### config.mk
export PLATFORM = sky130hd
export DESIGN_NAME = cache_bank
export DESIGN_NICKNAME = d
export VERILOG_FILES = /design/src/verilog/cache_pkg.sv /design/src/verilog/cache_array_if.sv /design/src/verilog/cache_bank.sv /design/src/verilog/cache_bank_ctrl.sv /design/src/verilog/cache_data_array.sv /design/src/verilog/cache_tag_array.sv /design/src/verilog/mshr_table.sv
export SDC_FILE = /design/constraint.sdc
export NUM_CORES = 2
export LEC_CHECK = 0
export ABC_AREA = 0
export BUFFER_PORTS_ARGS = -buffer_cell sky130_fd_sc_hd__buf_2
export CAP_MARGIN = 30
export CELL_PAD_IN_SITES_DETAIL_PLACEMENT = 0
export CELL_PAD_IN_SITES_GLOBAL_PLACEMENT = 2
export CORE_ASPECT_RATIO = 0.7
export CORE_MARGIN = 2
export CORE_UTILIZATION = 49
export CTS_CLUSTER_DIAMETER = 60
export DETAILED_ROUTE_END_ITERATION = 10
export GPL_ROUTABILITY_DRIVEN = 0
export PLACE_DENSITY_LB_ADDON = 0.1
export SLEW_MARGIN = 20
export SYNTH_ARGS = -nofsm -noshare
export SYNTH_HDL_FRONTEND = slang
export SYNTH_SLANG_ARGS = --single-unit
### constraint.sdc
create_clock -name clk -period 60.5 [get_ports clk]
set_input_delay 3.025 -clock clk [delete_from_list [all_inputs] [get_ports clk]]
set_output_delay 3.025 -clock clk [all_outputs]
set_load 0.02 [all_outputs]
### src/verilog/cache_pkg.sv
`default_nettype none

package cache_pkg;

  // Physical address holds tag [14:7], set [6:5], bank [4] and offset [3:0]
  typedef logic [14:0]  paddr_t;
  typedef logic [7:0]   tag_t;
  typedef logic [1:0]   index_t;
  typedef logic [1:0]   way_t;
  typedef logic [127:0] line_t;
  typedef logic [15:0]  mask_t;

  localparam int NUM_WAYS = 4;
  localparam int NUM_SETS = 4;

  // Serializer size and destination codes
  localparam logic [15:0] SER_SIZE_LINE = 16'h8000;
  localparam logic [15:0] SER_SIZE_READ = 16'h1000;
  localparam logic [3:0]  DEST_MEMORY   = 4'b1000;
  localparam logic [3:0]  DEST_IO       = 4'b1100;

  // Request classes seen by the bank controller
  typedef enum logic [2:0] {
    KIND_IDLE,
    KIND_HIT,
    KIND_MISS,
    KIND_SECONDARY,
    KIND_FILL,
    KIND_UC_FILL,
    KIND_UC_READ,
    KIND_UC_WRITE
  } req_kind_t;

  function automatic tag_t addr_tag(paddr_t addr);
    return addr[14:7];
  endfunction

  function automatic index_t addr_index(paddr_t addr);
    return addr[6:5];
  endfunction

  // Line address with the byte offset cleared
  function automatic paddr_t line_addr(paddr_t addr);
    return {addr[14:4], 4'b0000};
  endfunction

  // Replace the enabled bytes of a line
  function automatic line_t merge_line(line_t old_line, line_t new_line, mask_t mask);
    line_t result;
    result = old_line;
    for (int b = 0; b < 16; b++) begin
      if (mask[b]) begin
        result[8*b +: 8] = new_line[8*b +: 8];
      end
    end
    return result;
  endfunction

endpackage

`default_nettype wire

### src/verilog/cache_array_if.sv
`timescale 1ns/1ns
`default_nettype none

interface cache_array_if;

  // Lookup and update signals from the controller
  cache_pkg::index_t index;
  cache_pkg::tag_t   tag;
  logic              lookup;
  logic              fill_en;
  cache_pkg::way_t   fill_way;
  cache_pkg::tag_t   fill_tag;
  cache_pkg::line_t  fill_line;
  logic              write_en;
  cache_pkg::way_t   write_way;
  cache_pkg::mask_t  write_mask;
  cache_pkg::line_t  write_line;
  logic              invalidate_en;
  cache_pkg::way_t   invalidate_way;

  // Tag array results
  logic              hit;
  cache_pkg::way_t   hit_way;
  cache_pkg::way_t   victim_way;
  logic              victim_valid;
  logic              victim_dirty;
  cache_pkg::tag_t   victim_tag;

  // Data array results
  cache_pkg::line_t  read_line;
  cache_pkg::line_t  victim_line;

  modport ctrl (
    output index, tag, lookup, fill_en, fill_way, fill_tag, fill_line,
    output write_en, write_way, write_mask, write_line, invalidate_en, invalidate_way,
    input  hit, hit_way, victim_way, victim_valid, victim_dirty, victim_tag,
    input  read_line, victim_line
  );

  modport array (
    input  index, tag, lookup, fill_en, fill_way, fill_tag, fill_line,
    input  write_en, write_way, write_mask, write_line, invalidate_en, invalidate_way,
    output hit, hit_way, victim_way, victim_valid, victim_dirty, victim_tag,
    output read_line, victim_line
  );

endinterface

`default_nettype wire

### src/verilog/cache_bank.sv
`timescale 1ns/1ns
`default_nettype none

module cache_bank #(
  parameter int MSHR_DEPTH = 4
) (
  input  wire logic              clk,
  input  wire logic              rst_n,
  input  wire logic              req_valid,
  input  wire cache_pkg::paddr_t req_addr,
  input  wire cache_pkg::line_t  req_data,
  input  wire cache_pkg::mask_t  req_mask,
  input  wire logic              req_rd,
  input  wire logic              req_wr,
  input  wire logic              req_from_bus,
  input  wire logic              req_uncached,
  output logic                   aq_read,
  input  wire logic              ser0_full,
  input  wire logic              ser1_full,
  output logic                   ser0_valid,
  output cache_pkg::paddr_t      ser0_addr,
  output cache_pkg::line_t       ser0_data,
  output logic                   ser0_rw,
  output logic [15:0]            ser0_size,
  output logic [3:0]             ser0_dest,
  output logic                   ser1_valid,
  output cache_pkg::paddr_t      ser1_addr,
  output logic [15:0]            ser1_size,
  output logic [3:0]             ser1_dest,
  output logic                   ex_valid,
  output cache_pkg::line_t       ex_data,
  output logic                   cache_stall,
  output logic                   cache_miss,
  output logic                   mshr_full
);

  logic              mshr_alloc;
  logic              mshr_free;
  logic              mshr_match;
  cache_pkg::paddr_t mshr_addr;

  cache_array_if arr_if ();

  cache_bank_ctrl #(
    .MSHR_DEPTH (MSHR_DEPTH)
  ) u_ctrl (
    .clk          (clk),
    .rst_n        (rst_n),
    .req_valid    (req_valid),
    .req_addr     (req_addr),
    .req_data     (req_data),
    .req_mask     (req_mask),
    .req_rd       (req_rd),
    .req_wr       (req_wr),
    .req_from_bus (req_from_bus),
    .req_uncached (req_uncached),
    .ser0_full    (ser0_full),
    .ser1_full    (ser1_full),
    .mshr_match   (mshr_match),
    .mshr_full    (mshr_full),
    .aq_read      (aq_read),
    .cache_stall  (cache_stall),
    .mshr_alloc   (mshr_alloc),
    .mshr_free    (mshr_free),
    .mshr_addr    (mshr_addr),
    .ser0_valid   (ser0_valid),
    .ser0_addr    (ser0_addr),
    .ser0_data    (ser0_data),
    .ser0_rw      (ser0_rw),
    .ser0_size    (ser0_size),
    .ser0_dest    (ser0_dest),
    .ser1_valid   (ser1_valid),
    .ser1_addr    (ser1_addr),
    .ser1_size    (ser1_size),
    .ser1_dest    (ser1_dest),
    .ex_valid     (ex_valid),
    .ex_data      (ex_data),
    .cache_miss   (cache_miss),
    .arr          (arr_if.ctrl)
  );

  cache_tag_array u_tags (
    .clk   (clk),
    .rst_n (rst_n),
    .arr   (arr_if.array)
  );

  cache_data_array u_data (
    .clk (clk),
    .arr (arr_if.array)
  );

  mshr_table #(
    .MSHR_DEPTH (MSHR_DEPTH)
  ) u_mshr (
    .clk   (clk),
    .rst_n (rst_n),
    .alloc (mshr_alloc),
    .free  (mshr_free),
    .addr  (mshr_addr),
    .match (mshr_match),
    .full  (mshr_full)
  );

endmodule

`default_nettype wire

### src/verilog/cache_bank_ctrl.sv
`timescale 1ns/1ns
`default_nettype none

module cache_bank_ctrl #(
  parameter int MSHR_DEPTH = 4
) (
  input  wire logic              clk,
  input  wire logic              rst_n,
  input  wire logic              req_valid,
  input  wire cache_pkg::paddr_t req_addr,
  input  wire cache_pkg::line_t  req_data,
  input  wire cache_pkg::mask_t  req_mask,
  input  wire logic              req_rd,
  input  wire logic              req_wr,
  input  wire logic              req_from_bus,
  input  wire logic              req_uncached,
  input  wire logic              ser0_full,
  input  wire logic              ser1_full,
  input  wire logic              mshr_match,
  input  wire logic              mshr_full,
  output logic                   aq_read,
  output logic                   cache_stall,
  output logic                   mshr_alloc,
  output logic                   mshr_free,
  output cache_pkg::paddr_t      mshr_addr,
  output logic                   ser0_valid,
  output cache_pkg::paddr_t      ser0_addr,
  output cache_pkg::line_t       ser0_data,
  output logic                   ser0_rw,
  output logic [15:0]            ser0_size,
  output logic [3:0]             ser0_dest,
  output logic                   ser1_valid,
  output cache_pkg::paddr_t      ser1_addr,
  output logic [15:0]            ser1_size,
  output logic [3:0]             ser1_dest,
  output logic                   ex_valid,
  output cache_pkg::line_t       ex_data,
  output logic                   cache_miss,
  cache_array_if.ctrl            arr
);

  cache_pkg::req_kind_t kind;
  logic                 accept;
  logic                 extract;
  logic                 victim_dirty;
  logic [3:0]           mem_dest;
  cache_pkg::paddr_t    victim_addr;

  // Classify the request at the head of the queue
  always_comb begin
    kind = cache_pkg::KIND_IDLE;
    if (req_valid) begin
      if (req_from_bus) begin
        kind = req_uncached ? cache_pkg::KIND_UC_FILL : cache_pkg::KIND_FILL;
      end else if (req_uncached) begin
        if (req_wr) begin
          kind = cache_pkg::KIND_UC_WRITE;
        end else if (req_rd) begin
          kind = cache_pkg::KIND_UC_READ;
        end
      end else if (req_rd || req_wr) begin
        if (arr.hit) begin
          kind = cache_pkg::KIND_HIT;
        end else if (mshr_match) begin
          kind = cache_pkg::KIND_SECONDARY;
        end else begin
          kind = cache_pkg::KIND_MISS;
        end
      end
    end
  end

  // A victim needs an extract only when it holds a modified line
  assign victim_dirty = arr.victim_valid & arr.victim_dirty;

  // Resource checks
  always_comb begin
    case (kind)
      cache_pkg::KIND_MISS:
        cache_stall = mshr_full | ser1_full | (ser0_full & victim_dirty);
      cache_pkg::KIND_UC_READ:  cache_stall = ser1_full;
      cache_pkg::KIND_UC_WRITE: cache_stall = ser0_full;
      default:                  cache_stall = 1'b0;
    endcase
  end

  assign accept  = req_valid & ~cache_stall;
  assign aq_read = accept;
  assign extract = (kind == cache_pkg::KIND_MISS) & victim_dirty;

  assign mem_dest    = {cache_pkg::DEST_MEMORY[3:2], req_addr[5:4]};
  assign victim_addr = {arr.victim_tag, req_addr[6:4], 4'b0000};

  // Array lookup and updates
  assign arr.index          = cache_pkg::addr_index(req_addr);
  assign arr.tag            = cache_pkg::addr_tag(req_addr);
  assign arr.lookup         = accept & (kind == cache_pkg::KIND_HIT);
  assign arr.fill_en        = accept & (kind == cache_pkg::KIND_FILL);
  assign arr.fill_way       = arr.victim_way;
  assign arr.fill_tag       = cache_pkg::addr_tag(req_addr);
  assign arr.fill_line      = req_data;
  assign arr.write_en       = accept & (kind == cache_pkg::KIND_HIT) & req_wr;
  assign arr.write_way      = arr.hit_way;
  assign arr.write_mask     = req_mask;
  assign arr.write_line     = req_data;
  assign arr.invalidate_en  = accept & (kind == cache_pkg::KIND_MISS);
  assign arr.invalidate_way = arr.victim_way;

  // Miss table
  assign mshr_alloc = accept & (kind == cache_pkg::KIND_MISS);
  assign mshr_free  = accept & (kind == cache_pkg::KIND_FILL);
  assign mshr_addr  = req_addr;

  // Output pulses one cycle after acceptance
  always_ff @(posedge clk) begin
    if (!rst_n) begin
      ex_valid   <= 1'b0;
      cache_miss <= 1'b0;
      ser0_valid <= 1'b0;
      ser1_valid <= 1'b0;
    end else begin
      ex_valid   <= accept & (kind == cache_pkg::KIND_HIT || kind == cache_pkg::KIND_FILL ||
                              kind == cache_pkg::KIND_UC_FILL);
      cache_miss <= accept & (kind == cache_pkg::KIND_MISS ||
                              kind == cache_pkg::KIND_SECONDARY);
      ser0_valid <= accept & (extract || kind == cache_pkg::KIND_UC_WRITE);
      ser1_valid <= accept & (kind == cache_pkg::KIND_MISS || kind == cache_pkg::KIND_UC_READ);
    end
  end

  // Payload fields
  always_ff @(posedge clk) begin
    if (accept) begin
      // Write hit returns the merged line
      if (kind == cache_pkg::KIND_HIT) begin
        ex_data <= cache_pkg::merge_line(arr.read_line, req_data, req_wr ? req_mask : '0);
      end else begin
        ex_data <= req_data;
      end
      if (req_uncached) begin
        ser0_addr <= req_addr;
        ser0_data <= req_data;
        ser0_rw   <= req_wr;
        ser0_dest <= cache_pkg::DEST_IO;
        ser1_addr <= req_addr;
        ser1_dest <= cache_pkg::DEST_IO;
      end else begin
        // Extract of the victim line
        ser0_addr <= victim_addr;
        ser0_data <= arr.victim_line;
        ser0_rw   <= 1'b1;
        ser0_dest <= mem_dest;
        ser1_addr <= cache_pkg::line_addr(req_addr);
        ser1_dest <= mem_dest;
      end
      ser0_size <= cache_pkg::SER_SIZE_LINE;
      ser1_size <= cache_pkg::SER_SIZE_READ;
    end
  end

endmodule

`default_nettype wire

### src/verilog/cache_data_array.sv
`timescale 1ns/1ns
`default_nettype none

module cache_data_array (
  input  wire logic   clk,
  cache_array_if.array arr
);

  localparam int NW = cache_pkg::NUM_WAYS;
  localparam int NS = cache_pkg::NUM_SETS;

  cache_pkg::line_t line_q [NS][NW];

  // Hit and victim lines of the indexed set
  assign arr.read_line   = line_q[arr.index][arr.hit_way];
  assign arr.victim_line = line_q[arr.index][arr.victim_way];

  always_ff @(posedge clk) begin
    if (arr.fill_en) begin
      line_q[arr.index][arr.fill_way] <= arr.fill_line;
    end
    if (arr.write_en) begin
      // Only enabled bytes change
      line_q[arr.index][arr.write_way] <= cache_pkg::merge_line(
          line_q[arr.index][arr.write_way], arr.write_line, arr.write_mask);
    end
  end

endmodule

`default_nettype wire

### src/verilog/cache_tag_array.sv
`timescale 1ns/1ns
`default_nettype none

module cache_tag_array (
  input  wire logic   clk,
  input  wire logic   rst_n,
  cache_array_if.array arr
);

  localparam int NW = cache_pkg::NUM_WAYS;
  localparam int NS = cache_pkg::NUM_SETS;

  cache_pkg::tag_t tag_q   [NS][NW];
  logic            valid_q [NS][NW];
  logic            dirty_q [NS][NW];
  // Age 0 is youngest and NW-1 oldest
  logic [1:0]      age_q   [NS][NW];

  logic            touch_en;
  cache_pkg::way_t touch_way;

  // Tag compare across the indexed set
  always_comb begin
    arr.hit     = 1'b0;
    arr.hit_way = '0;
    for (int w = 0; w < NW; w++) begin
      if (valid_q[arr.index][w] && tag_q[arr.index][w] == arr.tag) begin
        arr.hit     = 1'b1;
        arr.hit_way = cache_pkg::way_t'(w);
      end
    end
  end

  // Victim is the lowest invalid way or else the oldest
  always_comb begin
    logic found;
    found          = 1'b0;
    arr.victim_way = '0;
    for (int w = 0; w < NW; w++) begin
      if (!found && !valid_q[arr.index][w]) begin
        found          = 1'b1;
        arr.victim_way = cache_pkg::way_t'(w);
      end
    end
    if (!found) begin
      for (int w = 1; w < NW; w++) begin
        if (age_q[arr.index][w] > age_q[arr.index][arr.victim_way]) begin
          arr.victim_way = cache_pkg::way_t'(w);
        end
      end
    end
  end

  assign arr.victim_valid = valid_q[arr.index][arr.victim_way];
  assign arr.victim_dirty = dirty_q[arr.index][arr.victim_way];
  assign arr.victim_tag   = tag_q[arr.index][arr.victim_way];

  assign touch_en  = arr.fill_en | (arr.lookup & arr.hit);
  assign touch_way = arr.fill_en ? arr.fill_way : arr.hit_way;

  always_ff @(posedge clk) begin
    if (!rst_n) begin
      for (int s = 0; s < NS; s++) begin
        for (int w = 0; w < NW; w++) begin
          valid_q[s][w] <= 1'b0;
          dirty_q[s][w] <= 1'b0;
          age_q[s][w]   <= 2'(NW - 1 - w);
        end
      end
    end else begin
      if (arr.fill_en) begin
        tag_q[arr.index][arr.fill_way]   <= arr.fill_tag;
        valid_q[arr.index][arr.fill_way] <= 1'b1;
        dirty_q[arr.index][arr.fill_way] <= 1'b0;
      end
      if (arr.write_en) begin
        dirty_q[arr.index][arr.write_way] <= 1'b1;
      end
      if (arr.invalidate_en) begin
        valid_q[arr.index][arr.invalidate_way] <= 1'b0;
        dirty_q[arr.index][arr.invalidate_way] <= 1'b0;
      end
      // Touched way becomes youngest and younger ways age by one
      if (touch_en) begin
        for (int w = 0; w < NW; w++) begin
          if (w == touch_way) begin
            age_q[arr.index][w] <= 2'd0;
          end else if (age_q[arr.index][w] < age_q[arr.index][touch_way]) begin
            age_q[arr.index][w] <= age_q[arr.index][w] + 2'd1;
          end
        end
      end
    end
  end

endmodule

`default_nettype wire

### src/verilog/mshr_table.sv
`timescale 1ns/1ns
`default_nettype none

module mshr_table #(
  parameter int MSHR_DEPTH = 4
) (
  input  wire logic              clk,
  input  wire logic              rst_n,
  input  wire logic              alloc,
  input  wire logic              free,
  input  wire cache_pkg::paddr_t addr,
  output logic                   match,
  output logic                   full
);

  cache_pkg::paddr_t      addr_q  [MSHR_DEPTH];
  logic [MSHR_DEPTH-1:0]  valid_q;
  logic [MSHR_DEPTH-1:0]  hit_vec;
  logic [MSHR_DEPTH-1:0]  alloc_vec;

  // Entries hold line addresses with the offset cleared
  always_comb begin
    for (int i = 0; i < MSHR_DEPTH; i++) begin
      hit_vec[i] = valid_q[i] && addr_q[i] == cache_pkg::line_addr(addr);
    end
  end

  // Lowest free entry
  always_comb begin
    logic found;
    found     = 1'b0;
    alloc_vec = '0;
    for (int i = 0; i < MSHR_DEPTH; i++) begin
      if (!found && !valid_q[i]) begin
        found        = 1'b1;
        alloc_vec[i] = 1'b1;
      end
    end
  end

  assign match = |hit_vec;
  assign full  = &valid_q;

  always_ff @(posedge clk) begin
    if (!rst_n) begin
      valid_q <= '0;
    end else begin
      for (int i = 0; i < MSHR_DEPTH; i++) begin
        if (alloc && alloc_vec[i]) begin
          valid_q[i] <= 1'b1;
        end else if (free && hit_vec[i]) begin
          valid_q[i] <= 1'b0;
        end
      end
    end
  end

  always_ff @(posedge clk) begin
    for (int i = 0; i < MSHR_DEPTH; i++) begin
      if (alloc && alloc_vec[i]) begin
        addr_q[i] <= cache_pkg::line_addr(addr);
      end
    end
  end

endmodule

`default_nettype wire
==> results.md <==
- Status: completed
- Met2 Usage GRT: 0.458
- Sum Neg Setup Slack: 0 ns
- HP Class: reg -> reg
- Share of cells above drive strength 1: 0.220
- # hold bufs at CTS: 0
- CP Max Fanout: 95
- Post-DP HPWL: 196000 um
- Post-synth EDFFs: 2565
- Sequential area share after synthesis: 0.701
- CP startpoint kind: input port
- Reg clk slew, reported paths: 0.06 ns
- # fillers: 17600
- Worst Setup End Kind: output port
- Post-Synth Simple-Gate Area: 0.0513
- Mux cell area share after synthesis: 0.134
- Final core occ: 0.556
- Overflow after GRT: 0
- Crit Path Class: in -> out
- M3 GR Usage: 0.0535
- Post-synthesis instance total: 7016
- Final hold violations: 0
- Rows: 145
- Final ANT Viol Nets: 0
- XOR/XNOR share of the synthesized area: 0.00604
- Register bit total from synthesis: 2575
- Crit path DAT: 12.96 ns
- Synth Area in Adders: 0.000886
- Largest net degree at the start of global routing: 161
- Io pins: 502
- Most common cell after layout, fill and taps aside: edfxtp_1
- Main combinational cell family by area after synthesis: multiplexers
- Maxcap violations: 0
- Top Usage Layer GRT: met2
- Via count of the first global-routing pass: 65900
- IO Port Bufs: 467
- Complex-gate fraction of the synthesized area: 0.0812
- Async set-reset flop share out of synthesis: 0
- Met1 global-route usage: 0.451
- Sink Count: 2575
- PostCTS Resize Cnt: 0
- CTS Buf Count: 248
- DR WL/cell: 32.7 um
- RSZ-0062 raised after global routing: no
- Slew HR: 0.266
- Clk_skew: 0.0422 ns
- Post-CTS Setup Bufs: 0
- Starting density of the core: 0.493
- Antenna violations before repair: 26
- Buf+Inv Stages, Crit Path: 5
- Pleak: 41.8 nW
- CP max-delay cell: or2_4
- CTS Root Cell: clkbuf_16
- Worst-skew pair later-pin latency: 0.90 ns
- Global-route wire length before repair: 490000 um
- Most frequent cells in the layout: edfxtp_1, nand2_1, mux4_2
- Slew Limit Fails: 0
- Slowest cell delay on critical path: 0.76 ns
- Unique masters post-synth: 82
- Die Ht: 401 um
- CTS tree: yes
- Core area: 0.223 sq mm
- Tot GR Track Use: 0.300
- Nets: 7561
- Finish-stage setup viols: 0
- Worst slew pin tran: 1.10 ns
- Total number of vias: 67900
- Die W: 571 um
- PD cells: 31.4 mW/mm^2
- Synth Cell Area: 0.110 sq mm
- Yosys warning count: 0
- Starting DRT DRC Count: 8959
- Cell mode on critical path: o21ai_0
- Drt pass-1 iters: 8
- Detailed Route WL: 347000 um
- Final min period: 15.98 ns
- Crit path max-delay family: compound AO/OA/AOI/OAI gates
- DRC: 0
- Clock tree buffer depth: 4
- Synth Area per Inst: 15.7 sq um
- DR vias/cell: 6.40
- Die area: 0.229 sq mm
- Final period util: 0.264
- Area growth, synth to finish: 12.8%
- Ys flop type: edfxtp_1
- H-tree levels: 4
- Peak supply drop: 0.0269 mV
- Req. time, crit path: 57.48 ns
- Fmax: 0.0626 GHz
## metal layers
layer,wire (um),vias to the layer above
met5,97,-
met4,8460,16
met3,33000,499
met2,159000,3571
met1,147000,35500
li1,-,28300
## Yosys cell counts (7+ instances only)
| master | count | area share |
|---|---|---|
| a211oi_1 | 106 | 0.0072 |
| a21oi_1 | 276 | 0.013 |
| a221o_1 | 35 | 0.0032 |
| a22oi_1 | 127 | 0.0087 |
| a31oi_1 | 234 | 0.013 |
| and2_1 | 16 | 0.00091 |
| buf_1 | 68 | 0.0023 |
| buf_2 | 78 | 0.0035 |
| buf_4 | 45 | 0.0031 |
| clkbuf_1 | 341 | 0.012 |
| dfxtp_1 | 10 | 0.0018 |
| edfxtp_1 | 2565 | 0.70 |
| inv_1 | 114 | 0.0039 |
| mux2_2 | 70 | 0.0072 |
| mux2i_1 | 133 | 0.012 |
| mux4_1 | 10 | 0.0024 |
| mux4_2 | 549 | 0.11 |
| nand2_1 | 1082 | 0.037 |
| nand3_1 | 20 | 0.00091 |
| nand4_1 | 16 | 0.00091 |
| nor2_1 | 220 | 0.0075 |
| nor2b_1 | 11 | 0.00062 |
| nor3_1 | 25 | 0.0011 |
| nor4_1 | 7 | 0.00040 |
| o211ai_1 | 15 | 0.0010 |
| o21a_1 | 9 | 0.00061 |
| o21ai_0 | 516 | 0.023 |
| o21ai_1 | 135 | 0.0061 |
| o311ai_1 | 13 | 0.0010 |
| or3_1 | 7 | 0.00040 |
| xnor2_1 | 47 | 0.0037 |
| xor2_1 | 29 | 0.0023 |
## stage by stage
step | total power (W) | instance area, sq um | cells | hold slack (ns) | worst slack, ns
6_report | 0.00391 | 124000 | 10600 | 0.554 | 44.52
5_1_grt | 0.00402 | 124000 | 10600 | 0.574 | 43.84
4_1_cts | 0.00392 | 124000 | 10600 | 0.545 | 44.43
3_5_place_dp | 0.00235 | 116000 | 10100 | 0.528 | 44.47
3_3_place_gp | 0.00234 | 116000 | 10100 | 0.528 | 44.47
2_1_floorplan | 0.00223 | 110000 | 7048 | 0.498 | 35.19
## final timing paths
check / from / endpoint / slack [ns] / depth (start not counted)
setup / recovery: req_addr[5] / aq_read / 44.52 / 28
hold / removal: u_tags.dirty_q[2][3] / u_tags.dirty_q[2][3] / 0.55 / 1
setup reg to reg: u_tags.valid_q[2][0] / u_ctrl.ex_data[69] / 49.53 / 30
hold reg to reg: u_tags.dirty_q[2][3] / u_tags.dirty_q[2][3] / 0.55 / 1
## flip-flops by register name, summed over array words and instances (netlist names)
name and count:
u_ctrl.ex_data 128, u_ctrl.ser1_addr 11, u_ctrl.ser1_valid 1, u_tags.tag_q 128
u_data.line_q 2048, u_mshr.valid_q 4, u_tags.valid_q 16, u_ctrl.ser0_dest 3
u_ctrl.ser0_valid 1, u_ctrl.ex_valid 1, u_ctrl.ser0_data 128, u_tags.dirty_q 16
u_ctrl.ser0_rw 1, u_mshr.addr_q 44, u_ctrl.ser0_addr 12, u_tags.age_q 32
u_ctrl.cache_miss 1
## cell type report
class / count / area (sq um) / area share
diodes: 4 / 10.0 / 0.0000806
flip-flops and latches: 2575 / 77200 / 0.622
clock inverters: 164 / 1820 / 0.0146
repair buffers: 627 / 4040 / 0.0325
multi-input cells: 3821 / 30500 / 0.246
inverters: 114 / 428 / 0.00344
well taps: 3013 / 3770 / 0.0303
clock buffers: 287 / 6390 / 0.0515
## power breakdown
group	switching [W]	internal, W
logic	0.000211	0.0000973
registers	0.0000100	0.00199
clock network	0.000677	0.000919
## cells by family (layout without fill, tap and decap cells)
logic type / after synthesis / in the layout
DFF: 2575 / 2575
AOI/OAI and AO/OA: 1513 / 1513
and+or+nand+nor: 1427 / 1427
muxes: 763 / 763
buffers and inverters: 652 / 1192
xor gates and xnor gates: 76 / 76
adders and majority gates: 8 / 8
other: 2 / 38
Note: power is estimated with default switching activity, not from simulation.
